==> config.mk <==
export PLATFORM = sky130hd
export DESIGN_NAME = hazard_unit
export DESIGN_NICKNAME = d
export VERILOG_FILES = /design/src/verilog/hazard_pkg.sv /design/src/verilog/instr_class.sv /design/src/verilog/stall_unit.sv /design/src/verilog/forward_select.sv /design/src/verilog/hazard_unit.sv
export SDC_FILE = /design/constraint.sdc
export NUM_CORES = 1
export LEC_CHECK = 0
export BUFFER_PORTS_ARGS = -buffer_cell sky130_fd_sc_hd__buf_2
export CORE_AREA = 2 2 225 227
export DETAILED_ROUTE_END_ITERATION = 10
export DIE_AREA = 0 0 227 229
export SLEW_MARGIN = 20
export SYNTH_ARGS = -nofsm -noshare
export SYNTH_HDL_FRONTEND = slang
export SYNTH_HIERARCHICAL = 1
export SYNTH_SLANG_ARGS = --single-unit
export TNS_END_PERCENT = 100
==> constraint.sdc <==
create_clock -name vclk -period 2.15
set_input_delay 0.3225 -clock vclk [all_inputs]
set_output_delay 0.3225 -clock vclk [all_outputs]
set_load 0.02 [all_outputs]
==> src/verilog/hazard_pkg.sv <==
package hazard_pkg;

	localparam int word_w     = 32;
	localparam int reg_addr_w = 5;

	typedef logic [word_w-1:0]     word_t;
	typedef logic [reg_addr_w-1:0] reg_addr_t;

	// Field positions inside an instruction word
	localparam int opcode_msb = 31;
	localparam int opcode_lsb = 26;
	localparam int rs_msb     = 25;
	localparam int rs_lsb     = 21;
	localparam int rt_msb     = 20;
	localparam int rt_lsb     = 16;
	localparam int funct_msb  = 5;
	localparam int funct_lsb  = 0;

	//////////////////////////////////////////////////
	// Opcodes
	localparam logic [5:0] op_special = 6'b000000;
	localparam logic [5:0] op_regimm  = 6'b000001;
	localparam logic [5:0] op_j       = 6'b000010;
	localparam logic [5:0] op_jal     = 6'b000011;
	localparam logic [5:0] op_beq     = 6'b000100;
	localparam logic [5:0] op_bne     = 6'b000101;
	localparam logic [5:0] op_blez    = 6'b000110;
	localparam logic [5:0] op_bgtz    = 6'b000111;
	localparam logic [5:0] op_addi    = 6'b001000;
	localparam logic [5:0] op_addiu   = 6'b001001;
	localparam logic [5:0] op_slti    = 6'b001010;
	localparam logic [5:0] op_sltiu   = 6'b001011;
	localparam logic [5:0] op_andi    = 6'b001100;
	localparam logic [5:0] op_ori     = 6'b001101;
	localparam logic [5:0] op_xori    = 6'b001110;
	localparam logic [5:0] op_lui     = 6'b001111;
	localparam logic [5:0] op_lb      = 6'b100000;
	localparam logic [5:0] op_lh      = 6'b100001;
	localparam logic [5:0] op_lw      = 6'b100011;
	localparam logic [5:0] op_lbu     = 6'b100100;
	localparam logic [5:0] op_lhu     = 6'b100101;
	localparam logic [5:0] op_sb      = 6'b101000;
	localparam logic [5:0] op_sh      = 6'b101001;
	localparam logic [5:0] op_sw      = 6'b101011;

	//////////////////////////////////////////////////
	// Function codes under op_special
	localparam logic [5:0] fn_sll   = 6'b000000;
	localparam logic [5:0] fn_srl   = 6'b000010;
	localparam logic [5:0] fn_sra   = 6'b000011;
	localparam logic [5:0] fn_sllv  = 6'b000100;
	localparam logic [5:0] fn_srlv  = 6'b000110;
	localparam logic [5:0] fn_srav  = 6'b000111;
	localparam logic [5:0] fn_jr    = 6'b001000;
	localparam logic [5:0] fn_jalr  = 6'b001001;
	localparam logic [5:0] fn_mfhi  = 6'b010000;
	localparam logic [5:0] fn_mthi  = 6'b010001;
	localparam logic [5:0] fn_mflo  = 6'b010010;
	localparam logic [5:0] fn_mtlo  = 6'b010011;
	localparam logic [5:0] fn_mult  = 6'b011000;
	localparam logic [5:0] fn_multu = 6'b011001;
	localparam logic [5:0] fn_div   = 6'b011010;
	localparam logic [5:0] fn_divu  = 6'b011011;
	localparam logic [5:0] fn_add   = 6'b100000;
	localparam logic [5:0] fn_addu  = 6'b100001;
	localparam logic [5:0] fn_sub   = 6'b100010;
	localparam logic [5:0] fn_subu  = 6'b100011;
	localparam logic [5:0] fn_and   = 6'b100100;
	localparam logic [5:0] fn_or    = 6'b100101;
	localparam logic [5:0] fn_xor   = 6'b100110;
	localparam logic [5:0] fn_nor   = 6'b100111;
	localparam logic [5:0] fn_slt   = 6'b101010;
	localparam logic [5:0] fn_sltu  = 6'b101011;

	// rt field under op_regimm
	localparam reg_addr_t rt_bltz = 5'b00000;
	localparam reg_addr_t rt_bgez = 5'b00001;

	localparam reg_addr_t reg_zero = 5'b00000;

endpackage

==> src/verilog/instr_class.sv <==
module instr_class (
	input  hazard_pkg::word_t instr,
	output logic              rs_in_decode,
	output logic              rt_in_decode,
	output logic              rs_in_execute,
	output logic              rt_in_execute,
	output logic              mdu_use,
	output logic              mdu_start
);
	import hazard_pkg::*;

	logic [5:0] opcode;
	logic [5:0] funct;
	reg_addr_t  rt_code;

	assign opcode  = instr[opcode_msb:opcode_lsb];
	assign funct   = instr[funct_msb:funct_lsb];
	assign rt_code = instr[rt_msb:rt_lsb];

	always_comb
	begin
		rs_in_decode  = 1'b0;
		rt_in_decode  = 1'b0;
		rs_in_execute = 1'b0;
		rt_in_execute = 1'b0;
		mdu_use       = 1'b0;
		mdu_start     = 1'b0;

		// All-zero word is the nop
		if (instr != '0)
		begin
			case (opcode)
				op_special:
				begin
					case (funct)
						fn_add, fn_addu, fn_sub, fn_subu, fn_and, fn_or,
						fn_xor, fn_nor, fn_slt, fn_sltu, fn_sllv, fn_srlv, fn_srav:
						begin
							rs_in_execute = 1'b1;
							rt_in_execute = 1'b1;
						end
						// Shift amount comes from shamt
						fn_sll, fn_srl, fn_sra:
							rt_in_execute = 1'b1;
						fn_jr, fn_jalr:
							rs_in_decode = 1'b1;
						fn_mult, fn_multu, fn_div, fn_divu:
						begin
							rs_in_execute = 1'b1;
							rt_in_execute = 1'b1;
							mdu_use       = 1'b1;
							mdu_start     = 1'b1;
						end
						fn_mthi, fn_mtlo:
						begin
							rs_in_execute = 1'b1;
							mdu_use       = 1'b1;
						end
						fn_mfhi, fn_mflo:
							mdu_use = 1'b1;
						default: ;
					endcase
				end
				op_regimm:
					if (rt_code == rt_bltz || rt_code == rt_bgez)
						rs_in_decode = 1'b1;
				op_beq, op_bne:
				begin
					rs_in_decode = 1'b1;
					rt_in_decode = 1'b1;
				end
				op_blez, op_bgtz:
					rs_in_decode = 1'b1;
				// Base register or ALU source
				op_addi, op_addiu, op_slti, op_sltiu, op_andi, op_ori, op_xori,
				op_lb, op_lh, op_lw, op_lbu, op_lhu, op_sb, op_sh, op_sw:
					rs_in_execute = 1'b1;
				op_lui, op_j, op_jal: ;
				default: ;
			endcase
		end
	end

endmodule

==> src/verilog/stall_unit.sv <==
module stall_unit (
	input  hazard_pkg::reg_addr_t d_rs_addr,
	input  hazard_pkg::reg_addr_t d_rt_addr,
	input  logic                  d_rs_in_decode,
	input  logic                  d_rt_in_decode,
	input  logic                  d_rs_in_execute,
	input  logic                  d_rt_in_execute,
	input  logic                  d_mdu_use,
	input  logic                  e_mdu_start,
	input  logic                  mdu_busy,
	input  hazard_pkg::reg_addr_t e_dest,
	input  hazard_pkg::reg_addr_t m_dest,
	input  logic                  e_write_en,
	input  logic                  m_write_en,
	input  logic                  e_from_mem,
	input  logic                  m_from_mem,
	output logic                  freeze
);
	import hazard_pkg::*;

	logic e_valid;
	logic m_valid;
	logic rs_hit_e;
	logic rt_hit_e;
	logic rs_hit_m;
	logic rt_hit_m;
	logic mdu_stall;
	logic branch_stall_e;
	logic branch_stall_m;
	logic load_use_stall;

	//////////////////////////////////////////////////
	// Writers in flight

	// A write to register zero is no write at all
	assign e_valid = e_write_en && (e_dest != reg_zero);
	assign m_valid = m_write_en && (m_dest != reg_zero);

	assign rs_hit_e = e_valid && (d_rs_addr == e_dest);
	assign rt_hit_e = e_valid && (d_rt_addr == e_dest);
	assign rs_hit_m = m_valid && (d_rs_addr == m_dest);
	assign rt_hit_m = m_valid && (d_rt_addr == m_dest);

	//////////////////////////////////////////////////
	// Stall conditions

	// HI/LO access waits for the unit, also when a start sits in E
	assign mdu_stall = d_mdu_use && (mdu_busy || e_mdu_start);

	// Branch compare in decode, nothing from E can reach it in time
	assign branch_stall_e = (d_rs_in_decode && rs_hit_e) ||
		(d_rt_in_decode && rt_hit_e);

	// Load data in M is still one cycle away from decode
	assign branch_stall_m = m_from_mem &&
		((d_rs_in_decode && rs_hit_m) || (d_rt_in_decode && rt_hit_m));

	// Classic load-use
	assign load_use_stall = e_from_mem &&
		((d_rs_in_execute && rs_hit_e) || (d_rt_in_execute && rt_hit_e));

	assign freeze = mdu_stall || branch_stall_e || branch_stall_m || load_use_stall;

endmodule

==> src/verilog/forward_select.sv <==
module forward_select #(
	parameter bit take_m_alu = 1'b1,
	parameter bit take_w_alu = 1'b1
) (
	input  hazard_pkg::reg_addr_t src_addr,
	input  hazard_pkg::word_t     reg_value,
	input  hazard_pkg::reg_addr_t m_dest,
	input  hazard_pkg::reg_addr_t w_dest,
	input  logic                  m_write_en,
	input  logic                  w_write_en,
	input  logic                  m_from_mem,
	input  logic                  w_from_mem,
	input  hazard_pkg::word_t     m_alu_result,
	input  hazard_pkg::word_t     w_alu_result,
	input  hazard_pkg::word_t     w_mem_data,
	output hazard_pkg::word_t     operand
);
	import hazard_pkg::*;

	logic src_live;
	logic m_match;
	logic w_match;
	logic m_alu_hit;
	logic w_alu_hit;
	logic w_mem_hit;

	assign src_live = (src_addr != reg_zero);
	assign m_match  = src_live && m_write_en && (m_dest == src_addr);
	assign w_match  = src_live && w_write_en && (w_dest == src_addr);

	assign m_alu_hit = take_m_alu && m_match && !m_from_mem;
	assign w_alu_hit = take_w_alu && w_match && !w_from_mem;
	assign w_mem_hit = w_match && w_from_mem;

	// Youngest writer wins
	always_comb
	begin
		if (m_alu_hit)
			operand = m_alu_result;
		else if (w_alu_hit)
			operand = w_alu_result;
		else if (w_mem_hit)
			operand = w_mem_data;
		else
			operand = reg_value;
	end

endmodule

==> src/verilog/hazard_unit.sv <==
module hazard_unit (
	input  hazard_pkg::word_t     d_instr,
	input  hazard_pkg::word_t     e_instr,
	input  hazard_pkg::reg_addr_t e_rs_addr,
	input  hazard_pkg::reg_addr_t e_rt_addr,
	input  hazard_pkg::reg_addr_t m_rs_addr,
	input  hazard_pkg::reg_addr_t m_rt_addr,
	input  hazard_pkg::word_t     d_rs_value,
	input  hazard_pkg::word_t     d_rt_value,
	input  hazard_pkg::word_t     e_rs_value,
	input  hazard_pkg::word_t     e_rt_value,
	input  hazard_pkg::word_t     m_rs_value,
	input  hazard_pkg::word_t     m_rt_value,
	input  hazard_pkg::reg_addr_t e_dest,
	input  hazard_pkg::reg_addr_t m_dest,
	input  hazard_pkg::reg_addr_t w_dest,
	input  logic                  e_write_en,
	input  logic                  m_write_en,
	input  logic                  w_write_en,
	input  logic                  e_from_mem,
	input  logic                  m_from_mem,
	input  logic                  w_from_mem,
	input  logic                  mdu_busy,
	input  hazard_pkg::word_t     m_alu_result,
	input  hazard_pkg::word_t     w_alu_result,
	input  hazard_pkg::word_t     w_mem_data,
	output hazard_pkg::word_t     d_rs_fwd,
	output hazard_pkg::word_t     d_rt_fwd,
	output hazard_pkg::word_t     e_rs_fwd,
	output hazard_pkg::word_t     e_rt_fwd,
	output hazard_pkg::word_t     m_rs_fwd,
	output hazard_pkg::word_t     m_rt_fwd,
	output logic                  freeze
);
	import hazard_pkg::*;

	reg_addr_t d_rs_addr;
	reg_addr_t d_rt_addr;
	logic      d_rs_in_decode;
	logic      d_rt_in_decode;
	logic      d_rs_in_execute;
	logic      d_rt_in_execute;
	logic      d_mdu_use;
	logic      e_mdu_start;

	assign d_rs_addr = d_instr[rs_msb:rs_lsb];
	assign d_rt_addr = d_instr[rt_msb:rt_lsb];

	//////////////////////////////////////////////////
	// Classification and stall

	instr_class d_class (
		.instr(d_instr),
		.rs_in_decode(d_rs_in_decode), .rt_in_decode(d_rt_in_decode),
		.rs_in_execute(d_rs_in_execute), .rt_in_execute(d_rt_in_execute),
		.mdu_use(d_mdu_use), .mdu_start()
	);

	// Only the MDU start of the execute instruction matters
	instr_class e_class (
		.instr(e_instr),
		.rs_in_decode(), .rt_in_decode(),
		.rs_in_execute(), .rt_in_execute(),
		.mdu_use(), .mdu_start(e_mdu_start)
	);

	stall_unit stall (
		.d_rs_addr(d_rs_addr), .d_rt_addr(d_rt_addr),
		.d_rs_in_decode(d_rs_in_decode), .d_rt_in_decode(d_rt_in_decode),
		.d_rs_in_execute(d_rs_in_execute), .d_rt_in_execute(d_rt_in_execute),
		.d_mdu_use(d_mdu_use), .e_mdu_start(e_mdu_start), .mdu_busy(mdu_busy),
		.e_dest(e_dest), .m_dest(m_dest),
		.e_write_en(e_write_en), .m_write_en(m_write_en),
		.e_from_mem(e_from_mem), .m_from_mem(m_from_mem),
		.freeze(freeze)
	);

	//////////////////////////////////////////////////
	// Operand forwarding

	forward_select #(.take_m_alu(1'b1), .take_w_alu(1'b1)) d_rs_sel (
		.src_addr(d_rs_addr), .reg_value(d_rs_value),
		.m_dest(m_dest), .w_dest(w_dest), .m_write_en(m_write_en), .w_write_en(w_write_en),
		.m_from_mem(m_from_mem), .w_from_mem(w_from_mem), .m_alu_result(m_alu_result),
		.w_alu_result(w_alu_result), .w_mem_data(w_mem_data), .operand(d_rs_fwd)
	);

	forward_select #(.take_m_alu(1'b1), .take_w_alu(1'b1)) d_rt_sel (
		.src_addr(d_rt_addr), .reg_value(d_rt_value),
		.m_dest(m_dest), .w_dest(w_dest), .m_write_en(m_write_en), .w_write_en(w_write_en),
		.m_from_mem(m_from_mem), .w_from_mem(w_from_mem), .m_alu_result(m_alu_result),
		.w_alu_result(w_alu_result), .w_mem_data(w_mem_data), .operand(d_rt_fwd)
	);

	// W ALU results are already in the register file by execute
	forward_select #(.take_m_alu(1'b1), .take_w_alu(1'b0)) e_rs_sel (
		.src_addr(e_rs_addr), .reg_value(e_rs_value),
		.m_dest(m_dest), .w_dest(w_dest), .m_write_en(m_write_en), .w_write_en(w_write_en),
		.m_from_mem(m_from_mem), .w_from_mem(w_from_mem), .m_alu_result(m_alu_result),
		.w_alu_result(w_alu_result), .w_mem_data(w_mem_data), .operand(e_rs_fwd)
	);

	forward_select #(.take_m_alu(1'b1), .take_w_alu(1'b0)) e_rt_sel (
		.src_addr(e_rt_addr), .reg_value(e_rt_value),
		.m_dest(m_dest), .w_dest(w_dest), .m_write_en(m_write_en), .w_write_en(w_write_en),
		.m_from_mem(m_from_mem), .w_from_mem(w_from_mem), .m_alu_result(m_alu_result),
		.w_alu_result(w_alu_result), .w_mem_data(w_mem_data), .operand(e_rt_fwd)
	);

	// Memory stage sees only the W load
	forward_select #(.take_m_alu(1'b0), .take_w_alu(1'b0)) m_rs_sel (
		.src_addr(m_rs_addr), .reg_value(m_rs_value),
		.m_dest(m_dest), .w_dest(w_dest), .m_write_en(m_write_en), .w_write_en(w_write_en),
		.m_from_mem(m_from_mem), .w_from_mem(w_from_mem), .m_alu_result(m_alu_result),
		.w_alu_result(w_alu_result), .w_mem_data(w_mem_data), .operand(m_rs_fwd)
	);

	forward_select #(.take_m_alu(1'b0), .take_w_alu(1'b0)) m_rt_sel (
		.src_addr(m_rt_addr), .reg_value(m_rt_value),
		.m_dest(m_dest), .w_dest(w_dest), .m_write_en(m_write_en), .w_write_en(w_write_en),
		.m_from_mem(m_from_mem), .w_from_mem(w_from_mem), .m_alu_result(m_alu_result),
		.w_alu_result(w_alu_result), .w_mem_data(w_mem_data), .operand(m_rt_fwd)
	);

endmodule

==> impl_metrics.json <==
{
  "min_to": "m_rs_fwd[26]",
  "grt_pass1_vias": 12900,
  "tightest_slew_ns": 0.607,
  "drive_above_1_share": 0.792,
  "critPathSlowestCell": "or4_4",
  "final_area_sq_mm": 0.0189,
  "p_leak_nw": 6.98,
  "die_area_sq_mm": 0.0520,
  "ant_nets": 0,
  "netlist_instances": 948,
  "violations": "setup timing",
  "holdWs_ns": 0.956,
  "critPathArrivalTime_ns": 2.30,
  "power.density_mw_per_mm2": 214,
  "vias": 12500,
  "rows": 82,
  "initial_core_util": 0.155,
  "critPathMaxFanout": 3,
  "grt_antenna_before_repair": 4,
  "drt-pass1-iter-count": 7,
  "critical_path.startpoint_type": "input pin",
  "grt.overflow.total": 0,
  "ir_drop_v": 0.000122,
  "path_common_cell": "a21oi_1",
  "syn-num-nets": 1342,
  "max_stage_delay_ns": 0.55,
  "dp_hpwl_mm": 48.8,
  "maxCapViolCount": 0,
  "syn_area_per_cell_sq_um": 8.14,
  "die_h_microns": 229,
  "hp-start": "m_rs_value[26]",
  "avgViaCountPerCell": 5.30,
  "nClkBuffers": 0,
  "layout_common_cells": "361 x buf_2, 214 x buf_6, 172 x buf_4",
  "register_area_sq_um": 0,
  "setup_ws_ns": -0.477,
  "min_period_ns": 2.63,
  "drt_wl_total_mm": 72.6,
  "routedWlPerCell_microns": 30.7,
  "design.seq.count": 0,
  "hp-class": "input pin to output port",
  "grt_pass1_wl_mm": 95.2,
  "rsz0062_at_grt": "true",
  "crit_chain": "buf_6 -> or4_4 -> nor3_4 -> o21ai_1 -> a21oi_1 -> a21oi_1 -> nor4_1 -> a22oi_1 -> o221ai_2 -> buf_4",
  "hold_depth": 3,
  "timing.final.crit_share": 1.22,
  "status": "finished, violations left",
  "globalplace.congestion": 0.891,
  "required_ns": 1.83,
  "num_io_pins": 587,
  "grt_max_degree": 33,
  "layout_commonest_cell": "buf_2",
  "hold_violations": 0,
  "finalSetupViolCount": 185,
  "fmax_ghz": 0.381,
  "drt_iter0_drc": 811,
  "core_sq_mm": 0.0497,
  "nets": 2085,
  "drc_errors": 0,
  "synth_area_sq_mm": 0.00771,
  "slew_viol_final": 0,
  "dieWidth_microns": 227,
  "place_area_sq_mm": 0.0134,
  "track_usage": 0.254,
  "dp_worst_setup_slack_ns": -0.697,
  "finalPower_mw": 4.04,
  "portBuffers": 565,
  "worstSetupPathType": "input pin to output port",
  "synth_warnings": 6,
  "num-fill-cells": 4838,
  "area_growth_syn_to_layout_pct": 145,
  "cp-end-kind": "output port",
  "maxSlewHeadroom": 0.592
}
worst max-delay path, delay by kind of cell:
kind,cells,cell delay (ns)
compound gates,5,0.65
buf+inv,2,0.26
simple gates,3,1.07
final cells by class:
| type | instances | area (sq um) | share of cell area |
|---|---|---|---|
| Antenna cell | 2 | 5.00 | 0.000265 |
| Multi-Input combinational cell | 816 | 10000 | 0.529 |
| Tap cell | 672 | 841 | 0.0445 |
| Inverter | 6 | 22.5 | 0.00119 |
| Timing Repair Buffer | 867 | 8040 | 0.425 |
metal layers:
layer,part of all wire,global-route usage,up-vias
li1,-,-,5365
met1,0.39,0.312,6218
met2,0.49,0.445,766
met3,0.075,0.0395,171
met4,0.041,0.0897,4
met5,0.00028,0,-
metrics by stage:
step / cells / util / TNS, ns
2_1_floorplan: 948 / - / -6.73
3_3_place_gp: 2272 / 0.270 / -77.24
3_5_place_dp: 2272 / 0.270 / -78.89
4_1_cts: 2352 / 0.346 / -49.18
5_1_grt: 2361 / 0.381 / -46.45
6_report: 2363 / 0.381 / -38.46
how the worst max path moves through the flow:
stage	from	to	slack, ns	depth (start not counted)
after floorplan	d_instr[27]	freeze	-0.13	8
after global placement	d_instr[21]	d_rs_fwd[19]	-0.74	8
after detailed placement	d_instr[21]	d_rs_fwd[19]	-0.70	8
after CTS	d_instr[27]	freeze	-0.50	10
after global routing	d_instr[27]	freeze	-0.59	10
final	d_instr[27]	freeze	-0.48	10
power by group:
group,total [mW],internal [mW],leakage (nW),switching (mW)
clock,0.000000125,0.000000125,0.0000127,0
combinational,4.04,1.83,6.98,2.21
sequential,0,0,0,0
timing repair:
item,4_1_cts,5_1_grt
endpoints found under the setup margin,193,193
hold buffers,0,0
buffers inserted,63,26
pin swaps,125,144
resized for setup,608,321
cloned,34,5
Power figures use the tool's default switching activity.
